`src/pito_mem_defs.svh`:
```
`ifndef PITO_MEM_DEFS_SVH
`define PITO_MEM_DEFS_SVH

// ==========================================================
// Memory map
// ==========================================================

// Instruction memory region, 8 KiB
`define PITO_IMEM_BASE 32'h0020_0000
`define PITO_IMEM_LEN  32'h0000_2000

// Data memory region, 8 KiB, right after imem
`define PITO_DMEM_BASE 32'h0020_2000
`define PITO_DMEM_LEN  32'h0000_2000

// ==========================================================
// Widths
// ==========================================================

// Bus and SRAM data width
`define PITO_DATA_W 32

// Word address into one 2048-word SRAM
`define PITO_MEM_AW 11

`endif
```
`src/pito_mem_pkg.sv`:
```
`default_nettype none

`include "pito_mem_defs.svh"

package pito_mem_pkg;

  // Byte address on the AXI-Lite side
  typedef logic [31:0] bus_addr_t;

  // Data word and its byte strobe
  typedef logic [`PITO_DATA_W-1:0]   bus_data_t;
  typedef logic [`PITO_DATA_W/8-1:0] bus_strb_t;

  // Word address on the SRAM side
  typedef logic [`PITO_MEM_AW-1:0] mem_addr_t;

  // AXI response codes in use here
  typedef enum logic [1:0] {
    OKAY   = 2'b00,
    DECERR = 2'b11
  } axi_resp_e;

  // Front stage FSM
  typedef enum logic [1:0] {
    IDLE = 2'b00,
    BUSY = 2'b01,
    RESP = 2'b10
  } front_state_e;

endpackage

`default_nettype wire

```
`src/pito_mem_subsystem.sv`:
```
`timescale 1ns/10ps
`default_nettype none

module pito_mem_subsystem (
  input  wire logic                    clk_i,
  input  wire logic                    reset_i,
  // AXI4-Lite slave
  input  wire logic                    awvalid_i,
  output logic                         awready_o,
  input  wire pito_mem_pkg::bus_addr_t awaddr_i,
  input  wire logic                    wvalid_i,
  output logic                         wready_o,
  input  wire pito_mem_pkg::bus_data_t wdata_i,
  input  wire pito_mem_pkg::bus_strb_t wstrb_i,
  output logic                         bvalid_o,
  input  wire logic                    bready_i,
  output pito_mem_pkg::axi_resp_e      bresp_o,
  input  wire logic                    arvalid_i,
  output logic                         arready_o,
  input  wire pito_mem_pkg::bus_addr_t araddr_i,
  output logic                         rvalid_o,
  input  wire logic                    rready_i,
  output pito_mem_pkg::bus_data_t      rdata_o,
  output pito_mem_pkg::axi_resp_e      rresp_o,
  // Instruction memory
  output logic                         imem_req_o,
  output logic                         imem_we_o,
  output pito_mem_pkg::mem_addr_t      imem_addr_o,
  output pito_mem_pkg::bus_strb_t      imem_be_o,
  output pito_mem_pkg::bus_data_t      imem_wdata_o,
  input  wire pito_mem_pkg::bus_data_t imem_rdata_i,
  // Data memory
  output logic                         dmem_req_o,
  output logic                         dmem_we_o,
  output pito_mem_pkg::mem_addr_t      dmem_addr_o,
  output pito_mem_pkg::bus_strb_t      dmem_be_o,
  output pito_mem_pkg::bus_data_t      dmem_wdata_o,
  input  wire pito_mem_pkg::bus_data_t dmem_rdata_i
);

  // ==========================================================
  // Stage interconnect
  // ==========================================================

  // Front to decode
  logic                    dec_req;
  logic                    dec_we;
  pito_mem_pkg::bus_addr_t dec_addr;
  pito_mem_pkg::bus_data_t dec_wdata;
  pito_mem_pkg::bus_strb_t dec_strb;
  logic                    dec_done;
  pito_mem_pkg::bus_data_t dec_rdata;
  logic                    dec_err;

  // Decode to SRAM ports
  logic                    imem_start;
  logic                    dmem_start;
  logic                    mem_we;
  pito_mem_pkg::mem_addr_t mem_addr;
  pito_mem_pkg::bus_strb_t mem_be;
  pito_mem_pkg::bus_data_t mem_wdata;
  logic                    imem_done;
  pito_mem_pkg::bus_data_t imem_rdata;
  logic                    dmem_done;
  pito_mem_pkg::bus_data_t dmem_rdata;

  pito_axil_front pito_axil_front_i (
    .clk_i     (clk_i),
    .reset_i   (reset_i),
    .awvalid_i (awvalid_i),
    .awready_o (awready_o),
    .awaddr_i  (awaddr_i),
    .wvalid_i  (wvalid_i),
    .wready_o  (wready_o),
    .wdata_i   (wdata_i),
    .wstrb_i   (wstrb_i),
    .bvalid_o  (bvalid_o),
    .bready_i  (bready_i),
    .bresp_o   (bresp_o),
    .arvalid_i (arvalid_i),
    .arready_o (arready_o),
    .araddr_i  (araddr_i),
    .rvalid_o  (rvalid_o),
    .rready_i  (rready_i),
    .rdata_o   (rdata_o),
    .rresp_o   (rresp_o),
    .req_o     (dec_req),
    .we_o      (dec_we),
    .addr_o    (dec_addr),
    .wdata_o   (dec_wdata),
    .strb_o    (dec_strb),
    .done_i    (dec_done),
    .rdata_i   (dec_rdata),
    .err_i     (dec_err)
  );

  pito_region_decode pito_region_decode_i (
    .clk_i        (clk_i),
    .reset_i      (reset_i),
    .req_i        (dec_req),
    .we_i         (dec_we),
    .addr_i       (dec_addr),
    .wdata_i      (dec_wdata),
    .strb_i       (dec_strb),
    .imem_start_o (imem_start),
    .dmem_start_o (dmem_start),
    .mem_we_o     (mem_we),
    .mem_addr_o   (mem_addr),
    .mem_be_o     (mem_be),
    .mem_wdata_o  (mem_wdata),
    .imem_done_i  (imem_done),
    .imem_rdata_i (imem_rdata),
    .dmem_done_i  (dmem_done),
    .dmem_rdata_i (dmem_rdata),
    .done_o       (dec_done),
    .rdata_o      (dec_rdata),
    .err_o        (dec_err)
  );

  // Instruction memory port
  pito_sram_port pito_imem_port_i (
    .clk_i       (clk_i),
    .reset_i     (reset_i),
    .start_i     (imem_start),
    .we_i        (mem_we),
    .addr_i      (mem_addr),
    .be_i        (mem_be),
    .wdata_i     (mem_wdata),
    .mem_req_o   (imem_req_o),
    .mem_we_o    (imem_we_o),
    .mem_addr_o  (imem_addr_o),
    .mem_be_o    (imem_be_o),
    .mem_wdata_o (imem_wdata_o),
    .mem_rdata_i (imem_rdata_i),
    .done_o      (imem_done),
    .rdata_o     (imem_rdata)
  );

  // Data memory port
  pito_sram_port pito_dmem_port_i (
    .clk_i       (clk_i),
    .reset_i     (reset_i),
    .start_i     (dmem_start),
    .we_i        (mem_we),
    .addr_i      (mem_addr),
    .be_i        (mem_be),
    .wdata_i     (mem_wdata),
    .mem_req_o   (dmem_req_o),
    .mem_we_o    (dmem_we_o),
    .mem_addr_o  (dmem_addr_o),
    .mem_be_o    (dmem_be_o),
    .mem_wdata_o (dmem_wdata_o),
    .mem_rdata_i (dmem_rdata_i),
    .done_o      (dmem_done),
    .rdata_o     (dmem_rdata)
  );

endmodule

`default_nettype wire

```
`src/pito_sram_port.sv`:
```
`timescale 1ns/10ps
`default_nettype none

module pito_sram_port (
  input  wire logic                    clk_i,
  input  wire logic                    reset_i,
  // Request from decode stage
  input  wire logic                    start_i,
  input  wire logic                    we_i,
  input  wire pito_mem_pkg::mem_addr_t addr_i,
  input  wire pito_mem_pkg::bus_strb_t be_i,
  input  wire pito_mem_pkg::bus_data_t wdata_i,
  // Single-cycle SRAM
  output logic                         mem_req_o,
  output logic                         mem_we_o,
  output pito_mem_pkg::mem_addr_t      mem_addr_o,
  output pito_mem_pkg::bus_strb_t      mem_be_o,
  output pito_mem_pkg::bus_data_t      mem_wdata_o,
  input  wire pito_mem_pkg::bus_data_t mem_rdata_i,
  // Completion to decode stage
  output logic                         done_o,
  output pito_mem_pkg::bus_data_t      rdata_o
);

  logic outstanding_q;
  logic rd_q;

  // SRAM is always granted, so the request goes out in the start cycle
  assign mem_req_o   = start_i;
  assign mem_we_o    = start_i && we_i;
  assign mem_addr_o  = addr_i;
  assign mem_be_o    = be_i;
  assign mem_wdata_o = wdata_i;

  // Track the request in flight
  always_ff @(posedge clk_i) begin
    if (reset_i) begin
      outstanding_q <= 1'b0;
      rd_q          <= 1'b0;
    end else begin
      outstanding_q <= start_i;
      rd_q          <= start_i && !we_i;
    end
  end

  // Read data is valid one cycle after req
  assign done_o  = outstanding_q;
  assign rdata_o = rd_q ? mem_rdata_i : '0;

  a_req_single: assert property (@(posedge clk_i) disable iff (reset_i)
    mem_req_o |=> !mem_req_o);

endmodule

`default_nettype wire

```
`src/pito_region_decode.sv`:
```
`timescale 1ns/10ps
`default_nettype none

`include "pito_mem_defs.svh"

module pito_region_decode (
  input  wire logic                    clk_i,
  input  wire logic                    reset_i,
  // From front stage
  input  wire logic                    req_i,
  input  wire logic                    we_i,
  input  wire pito_mem_pkg::bus_addr_t addr_i,
  input  wire pito_mem_pkg::bus_data_t wdata_i,
  input  wire pito_mem_pkg::bus_strb_t strb_i,
  // To SRAM port stages
  output logic                         imem_start_o,
  output logic                         dmem_start_o,
  output logic                         mem_we_o,
  output pito_mem_pkg::mem_addr_t      mem_addr_o,
  output pito_mem_pkg::bus_strb_t      mem_be_o,
  output pito_mem_pkg::bus_data_t      mem_wdata_o,
  // From SRAM port stages
  input  wire logic                    imem_done_i,
  input  wire pito_mem_pkg::bus_data_t imem_rdata_i,
  input  wire logic                    dmem_done_i,
  input  wire pito_mem_pkg::bus_data_t dmem_rdata_i,
  // Back to front stage
  output logic                         done_o,
  output pito_mem_pkg::bus_data_t      rdata_o,
  output logic                         err_o
);

  pito_mem_pkg::bus_addr_t imem_off;
  pito_mem_pkg::bus_addr_t dmem_off;
  pito_mem_pkg::bus_addr_t sel_off;
  logic                    hit_imem;
  logic                    hit_dmem;
  logic                    miss_q;
  logic                    err_q;

  // Region match and offset from base
  assign imem_off = addr_i - `PITO_IMEM_BASE;
  assign dmem_off = addr_i - `PITO_DMEM_BASE;
  assign hit_imem = (addr_i >= `PITO_IMEM_BASE) &&
                    (addr_i < (`PITO_IMEM_BASE + `PITO_IMEM_LEN));
  assign hit_dmem = (addr_i >= `PITO_DMEM_BASE) &&
                    (addr_i < (`PITO_DMEM_BASE + `PITO_DMEM_LEN));
  assign sel_off  = hit_imem ? imem_off : dmem_off;

  always_ff @(posedge clk_i) begin
    if (reset_i) begin
      imem_start_o <= 1'b0;
      dmem_start_o <= 1'b0;
      miss_q       <= 1'b0;
      err_q        <= 1'b0;
    end else begin
      imem_start_o <= req_i && hit_imem;
      dmem_start_o <= req_i && hit_dmem;
      miss_q       <= req_i && !hit_imem && !hit_dmem;
      // Delay the miss so it lines up with the SRAM done
      err_q        <= miss_q;
    end
  end

  // Shared request payload for both ports
  always_ff @(posedge clk_i) begin
    if (req_i) begin
      mem_we_o    <= we_i;
      mem_addr_o  <= sel_off[`PITO_MEM_AW+1:2];
      mem_be_o    <= strb_i;
      mem_wdata_o <= wdata_i;
    end
  end

  // Return path, zero data on a miss
  assign done_o  = imem_done_i || dmem_done_i || err_q;
  assign err_o   = err_q;
  assign rdata_o = imem_done_i ? imem_rdata_i :
                   dmem_done_i ? dmem_rdata_i : '0;

  a_one_start: assert property (@(posedge clk_i) disable iff (reset_i)
    !(imem_start_o && dmem_start_o));

endmodule

`default_nettype wire

```
`src/pito_axil_front.sv`:
```
`timescale 1ns/10ps
`default_nettype none

module pito_axil_front (
  input  wire logic                    clk_i,
  input  wire logic                    reset_i,
  // AXI4-Lite slave
  input  wire logic                    awvalid_i,
  output logic                         awready_o,
  input  wire pito_mem_pkg::bus_addr_t awaddr_i,
  input  wire logic                    wvalid_i,
  output logic                         wready_o,
  input  wire pito_mem_pkg::bus_data_t wdata_i,
  input  wire pito_mem_pkg::bus_strb_t wstrb_i,
  output logic                         bvalid_o,
  input  wire logic                    bready_i,
  output pito_mem_pkg::axi_resp_e      bresp_o,
  input  wire logic                    arvalid_i,
  output logic                         arready_o,
  input  wire pito_mem_pkg::bus_addr_t araddr_i,
  output logic                         rvalid_o,
  input  wire logic                    rready_i,
  output pito_mem_pkg::bus_data_t      rdata_o,
  output pito_mem_pkg::axi_resp_e      rresp_o,
  // Request to decode stage
  output logic                         req_o,
  output logic                         we_o,
  output pito_mem_pkg::bus_addr_t      addr_o,
  output pito_mem_pkg::bus_data_t      wdata_o,
  output pito_mem_pkg::bus_strb_t      strb_o,
  // Completion from decode stage
  input  wire logic                    done_i,
  input  wire pito_mem_pkg::bus_data_t rdata_i,
  input  wire logic                    err_i
);

  pito_mem_pkg::front_state_e state_q;
  logic                       req_q;
  logic                       we_q;
  pito_mem_pkg::bus_addr_t    addr_q;
  pito_mem_pkg::bus_data_t    wdata_q;
  pito_mem_pkg::bus_strb_t    strb_q;
  pito_mem_pkg::bus_data_t    rdata_q;
  pito_mem_pkg::axi_resp_e    resp_q;
  logic                       wr_offer;
  logic                       wr_acc;
  logic                       rd_acc;
  logic                       resp_taken;

  // ==========================================================
  // Handshakes
  // ==========================================================

  // AW and W must both be present, write wins over read
  assign wr_offer   = awvalid_i && wvalid_i;
  assign awready_o  = (state_q == pito_mem_pkg::IDLE) && wr_offer;
  assign wready_o   = awready_o;
  assign arready_o  = (state_q == pito_mem_pkg::IDLE) && arvalid_i && !wr_offer;
  assign wr_acc     = awready_o;
  assign rd_acc     = arready_o;

  assign bvalid_o   = (state_q == pito_mem_pkg::RESP) && we_q;
  assign rvalid_o   = (state_q == pito_mem_pkg::RESP) && !we_q;
  assign resp_taken = (bvalid_o && bready_i) || (rvalid_o && rready_i);

  assign bresp_o    = resp_q;
  assign rresp_o    = resp_q;
  assign rdata_o    = rdata_q;

  // ==========================================================
  // FSM
  // ==========================================================

  always_ff @(posedge clk_i) begin
    if (reset_i) begin
      state_q <= pito_mem_pkg::IDLE;
      req_q   <= 1'b0;
      we_q    <= 1'b0;
    end else begin
      // One-cycle pulse after the accepting edge
      req_q <= wr_acc || rd_acc;
      if (wr_acc) begin
        we_q <= 1'b1;
      end else if (rd_acc) begin
        we_q <= 1'b0;
      end
      case (state_q)
        pito_mem_pkg::IDLE: if (wr_acc || rd_acc) state_q <= pito_mem_pkg::BUSY;
        pito_mem_pkg::BUSY: if (done_i) state_q <= pito_mem_pkg::RESP;
        pito_mem_pkg::RESP: if (resp_taken) state_q <= pito_mem_pkg::IDLE;
        default: state_q <= pito_mem_pkg::IDLE;
      endcase
    end
  end

  // Request and response payload
  always_ff @(posedge clk_i) begin
    if (wr_acc) begin
      addr_q  <= awaddr_i;
      wdata_q <= wdata_i;
      strb_q  <= wstrb_i;
    end else if (rd_acc) begin
      addr_q  <= araddr_i;
      strb_q  <= '1;
    end
    if ((state_q == pito_mem_pkg::BUSY) && done_i) begin
      resp_q  <= err_i ? pito_mem_pkg::DECERR : pito_mem_pkg::OKAY;
      rdata_q <= rdata_i;
    end
  end

  assign req_o   = req_q;
  assign we_o    = we_q;
  assign addr_o  = addr_q;
  assign wdata_o = wdata_q;
  assign strb_o  = strb_q;

  // Only one address channel may be ready at a time
  a_one_addr_ready: assert property (@(posedge clk_i) disable iff (reset_i)
    !(awready_o && arready_o));

  // A transaction answers on exactly one response channel
  a_one_resp_valid: assert property (@(posedge clk_i) disable iff (reset_i)
    !(bvalid_o && rvalid_o));

endmodule

`default_nettype wire

```
`config.mk`:
```
export PLATFORM = sky130hd
export DESIGN_NAME = pito_mem_subsystem
export DESIGN_NICKNAME = d
export VERILOG_FILES = /design/src/pito_mem_pkg.sv /design/src/pito_mem_subsystem.sv /design/src/pito_sram_port.sv /design/src/pito_region_decode.sv /design/src/pito_axil_front.sv
export VERILOG_INCLUDE_DIRS = /design/src
export SDC_FILE = /design/constraint.sdc
export NUM_CORES = 1
export LEC_CHECK = 0
export ABC_AREA = 0
export BUFFER_PORTS_ARGS = -buffer_cell sky130_fd_sc_hd__buf_2
export CAP_MARGIN = 15
export CORE_ASPECT_RATIO = 2
export CORE_MARGIN = 10
export CORE_UTILIZATION = 30
export CTS_CLUSTER_SIZE = 12
export DETAILED_ROUTE_END_ITERATION = 10
export GPL_TIMING_DRIVEN = 0
export PLACE_DENSITY = 0.67
export SETUP_SLACK_MARGIN = 0.05
export SLEW_MARGIN = 20
export SYNTH_ARGS = -nofsm -noshare
export SYNTH_HDL_FRONTEND = slang
export SYNTH_SLANG_ARGS = --single-unit
```
`constraint.sdc`:
```
create_clock -name clk_i -period 3.28 [get_ports clk_i]
set_input_delay 0.164 -clock clk_i [delete_from_list [all_inputs] [get_ports clk_i]]
set_output_delay 0.164 -clock clk_i [all_outputs]
set_load 0.01 [all_outputs]
```
==> key figures <==
Clock tree
  • Clock slew at reported path FFs: 0.07 ns
  • Num CTS Buffers: 17
  • CTS tree: yes
  • H-tree levels: 4
  • CTS Sinks: 159
  • CTS-repair resized insts: 0
  • Postcts setup bufs: 0
  • Root Driver: clkbuf_16
  • Worst-Skew Late Latency: 0.42 ns
  • Clock buffer depth: 2
  • Hold buffers post-CTS: 36

STA
  • Fmax: 489 MHz
  • Final hold violation count: 0
  • Clk_skew: 0.0111 ns
  • Setup_tns: 0 ns
  • Final Max Tran Viols: 0
  • Final WS setup: 1.24 ns
  • Final Cycle Share: 62.3%
  • RSZ-0062 raised after global routing: no
  • Worst slew margin: 51.6%
  • Setup violations, final: 0
  • Worst slew pin tran: 0.726 ns
  • Clock period minus worst slack: 2.04 ns

Global routing
  • Total GRT Usage: 12.7%
  • Vias in the first global route: 4434
  • Congestion Overflow GR: 0
  • Largest net degree at the start of global routing: 50
  • Global-route wire length before repair: 25600 microns
  • Antenna violations before repair: 1

Synthesis
  • Ys async rst share: 0%
  • Main flop type after synthesis: edfxtp_1
  • Mapped Avg Cell Area: 18.3 sq um
  • Mapped cell area: 6080 sq um
  • Seq/Total Area, Yosys: between 70% and 80%
  • Mapped Nets: 503
  • Ys Warns: 0
  • Cells after synthesis: 332
  • #FFs+latches synth: ~160
  • Yosys cell types: 33
  • EDFF count, synth: around 150

Floorplanning
  • Initial Util: 30.6%
  • Height of the chip: roughly 220 microns
  • Die area: 26700 sq um
  • # rows: 73
  • I/O pin total: between 300 and 400
  • Width of the die: 121 microns
  • Total core area: between 15000 and 20000 sq um

Setup path
  • Crit path cell chain: nor3_2, buf_6, buf_6, buf_4, buf_2
  • Slowest CP cell: buf_6
  • Setup slack, reg-to-reg: 1.51 ns
  • Crit Path Class: register to output port
  • Crit path launch: pito_axil_front_i.state_q[1]
  • Crit path to: wready_o
  • WP data arrival: approximately 1.9 ns
  • CP max stage delay: 0.37 ns
  • Worst reg2reg path endpoint: pito_axil_front_i.addr_o[27]
  • Worst R2R Start: pito_axil_front_i.state_q[1]
  • Worst Path Required: ~3.1 ns
  • CP Capture Type: output port
  • Top cell by count, worst path: buf_6
  • Startpoint Class: register
  • Crit-path max FO: 43
  • Worst reg2reg path depth: 4

Power
  • Worst VDD drop: 0.292 mV
  • Static Leakage: 3.68 nW
  • Power per cell area: 539 nW/um^2

Placed design
  • DP HPWL: 13600 microns
  • Pre-CTS WS: around 1.5 ns
  • Port bufs: just over 300
  • Routability Congestion: about 0.83
  • Area after DPL: 7940 sq um

Detailed routing
  • Vias: 4081
  • Via density: 4.21
  • Wire per inst: 17.8 microns
  • Drc violations: 0
  • Initial DRC Count: 127
  • DR pass1 iterations: 4
  • DRT Wirelength: 17200 microns
  • Final ANT Viol Nets: 0

Hold path
  • Worst Hold Class: primary input to register

Cells and area
  • Area grow syn2layout: 46.7%
  • Fin area: 8920 sq um
  • Final net count: 864
  • Share of cells above drive strength 1: 60.8%

Flow run
  • Max Cap Viol: 0

Run status
  • Result of the run: complete, no violations
layout make-up:
type / count / area (sq um)
Antenna cell: 1 / 2.50
Buffer: 63 / 470
Clock buffer: 17 / 425
Clock inverter: 15 / 185
Fill cell: 1846 / 11000
Inverter: 3 / 11.3
Multi-Input combinational cell: 107 / 947
Sequential cell: 159 / 4660
Tap cell: 262 / 328
Timing Repair Buffer: 342 / 1900
critical path, delay by kind of cell, from the launching register on:
family                 cells  cell delay, ns
buffers and inverters      4            0.85
flip-flops                 1            0.36
AND/OR/NAND/NOR            1            0.24
worst min-delay path by stage:
stage	endpoint	depth (start not counted)	startpoint
6_report	pito_axil_front_i.strb_o[3]	2	wstrb_i[3]
5_1_grt	pito_axil_front_i.strb_o[3]	2	wstrb_i[3]
4_1_cts	pito_axil_front_i.strb_o[3]	2	wstrb_i[3]
3_5_place_dp	pito_axil_front_i.wdata_o[22]	1	wdata_i[22]
3_3_place_gp	pito_axil_front_i.wdata_o[16]	1	wdata_i[16]
2_1_floorplan	pito_axil_front_i.state_q[0]	1	reset_i
metrics by stage:
step | cells | hold slack (ns) | utilization, % | power, mW
2_1_floorplan | 332 | 0.233 | - | 2.59
3_3_place_gp | 899 | 0.342 | 39.9 | 2.80
3_5_place_dp | 899 | 0.342 | 39.9 | 2.81
4_1_cts | 967 | 0.0000890 | 44.8 | 4.88
5_1_grt | 969 | 0.00553 | 44.8 | 5.01
6_report | 969 | 0.0276 | 44.8 | 4.81
Yosys cell counts, drive strengths merged (3+ instances only):
library cell	number	area share (%)
edfxtp	147	73
buf	61	7.6
a22o	32	4.6
mux2	30	6.2
dfxtp	12	3.9
nand2b	6	0.62
nor2b	6	0.62
nor3	4	0.41
nor4	4	0.41
and2	3	0.31
inv	3	0.19
nand2	3	0.19
nor2	3	0.19
cells by family (layout without fill, tap and decap cells):
| group | after synthesis | after routing | synth area share, % |
|---|---|---|---|
| other | 0 | 1 | 0 |
| AOI/OAI and AO/OA | 40 | 40 | 5.62 |
| and+or+nand+nor | 36 | 36 | 3.62 |
| buffers and inverters | 66 | 440 | 7.92 |
| muxes | 31 | 31 | 6.33 |
| DFF | 159 | 159 | 76.5 |
placed cells by master (no fill, tap or decap), types with 2 or more instances in the layout:
master         instances
nand2b_1               6
nand2_1                3
buf_4                 52
mux2_2                16
clkbuf_16             17
buf_6                  2
a21oi_1                2
inv_8                  2
clkinvlp_4             2
mux2_4                10
clkinv_2               2
buf_2                311
dlygate4sd3_1         37
clkinv_4               3
inv_2                  2
clkbuf_1               2
nor2_1                 3
o21ba_2                2
nor2b_1                6
inv_6                  2
bufinv_16              3
mux2_1                 4
a22o_1                32
edfxtp_1             147
nor4_1                 4
and2_1                 3
nor3_1                 3
dfxtp_1               11
and3b_1                2
registers in the layout, indices dropped and copies added (netlist names), 2 cells and up:
signal,count
pito_axil_front_i.addr_o,30
pito_axil_front_i.rdata_o,32
pito_axil_front_i.state_q,2
pito_axil_front_i.strb_o,4
pito_axil_front_i.wdata_o,32
pito_region_decode_i.mem_addr_o,11
pito_region_decode_i.mem_be_o,4
pito_region_decode_i.mem_wdata_o,32
per-layer routing:
layer	wire [microns]	GRT usage [%]	vias to the layer above
met5	0	0	-
met4	402	6.32	0
met3	1160	4.18	22
met2	9530	22.8	175
met1	6120	12.5	1936
li1	-	-	1948
power by group:
group	leakage [nW]	internal, mW	switching (mW)	total [mW]
clock	0.295	1.21	0.814	2.02
sequential	1.40	2.33	0.0589	2.39
combinational	1.99	0.228	0.170	0.398
total	3.68	3.77	1.04	4.81
Power figures use the tool's default switching activity.
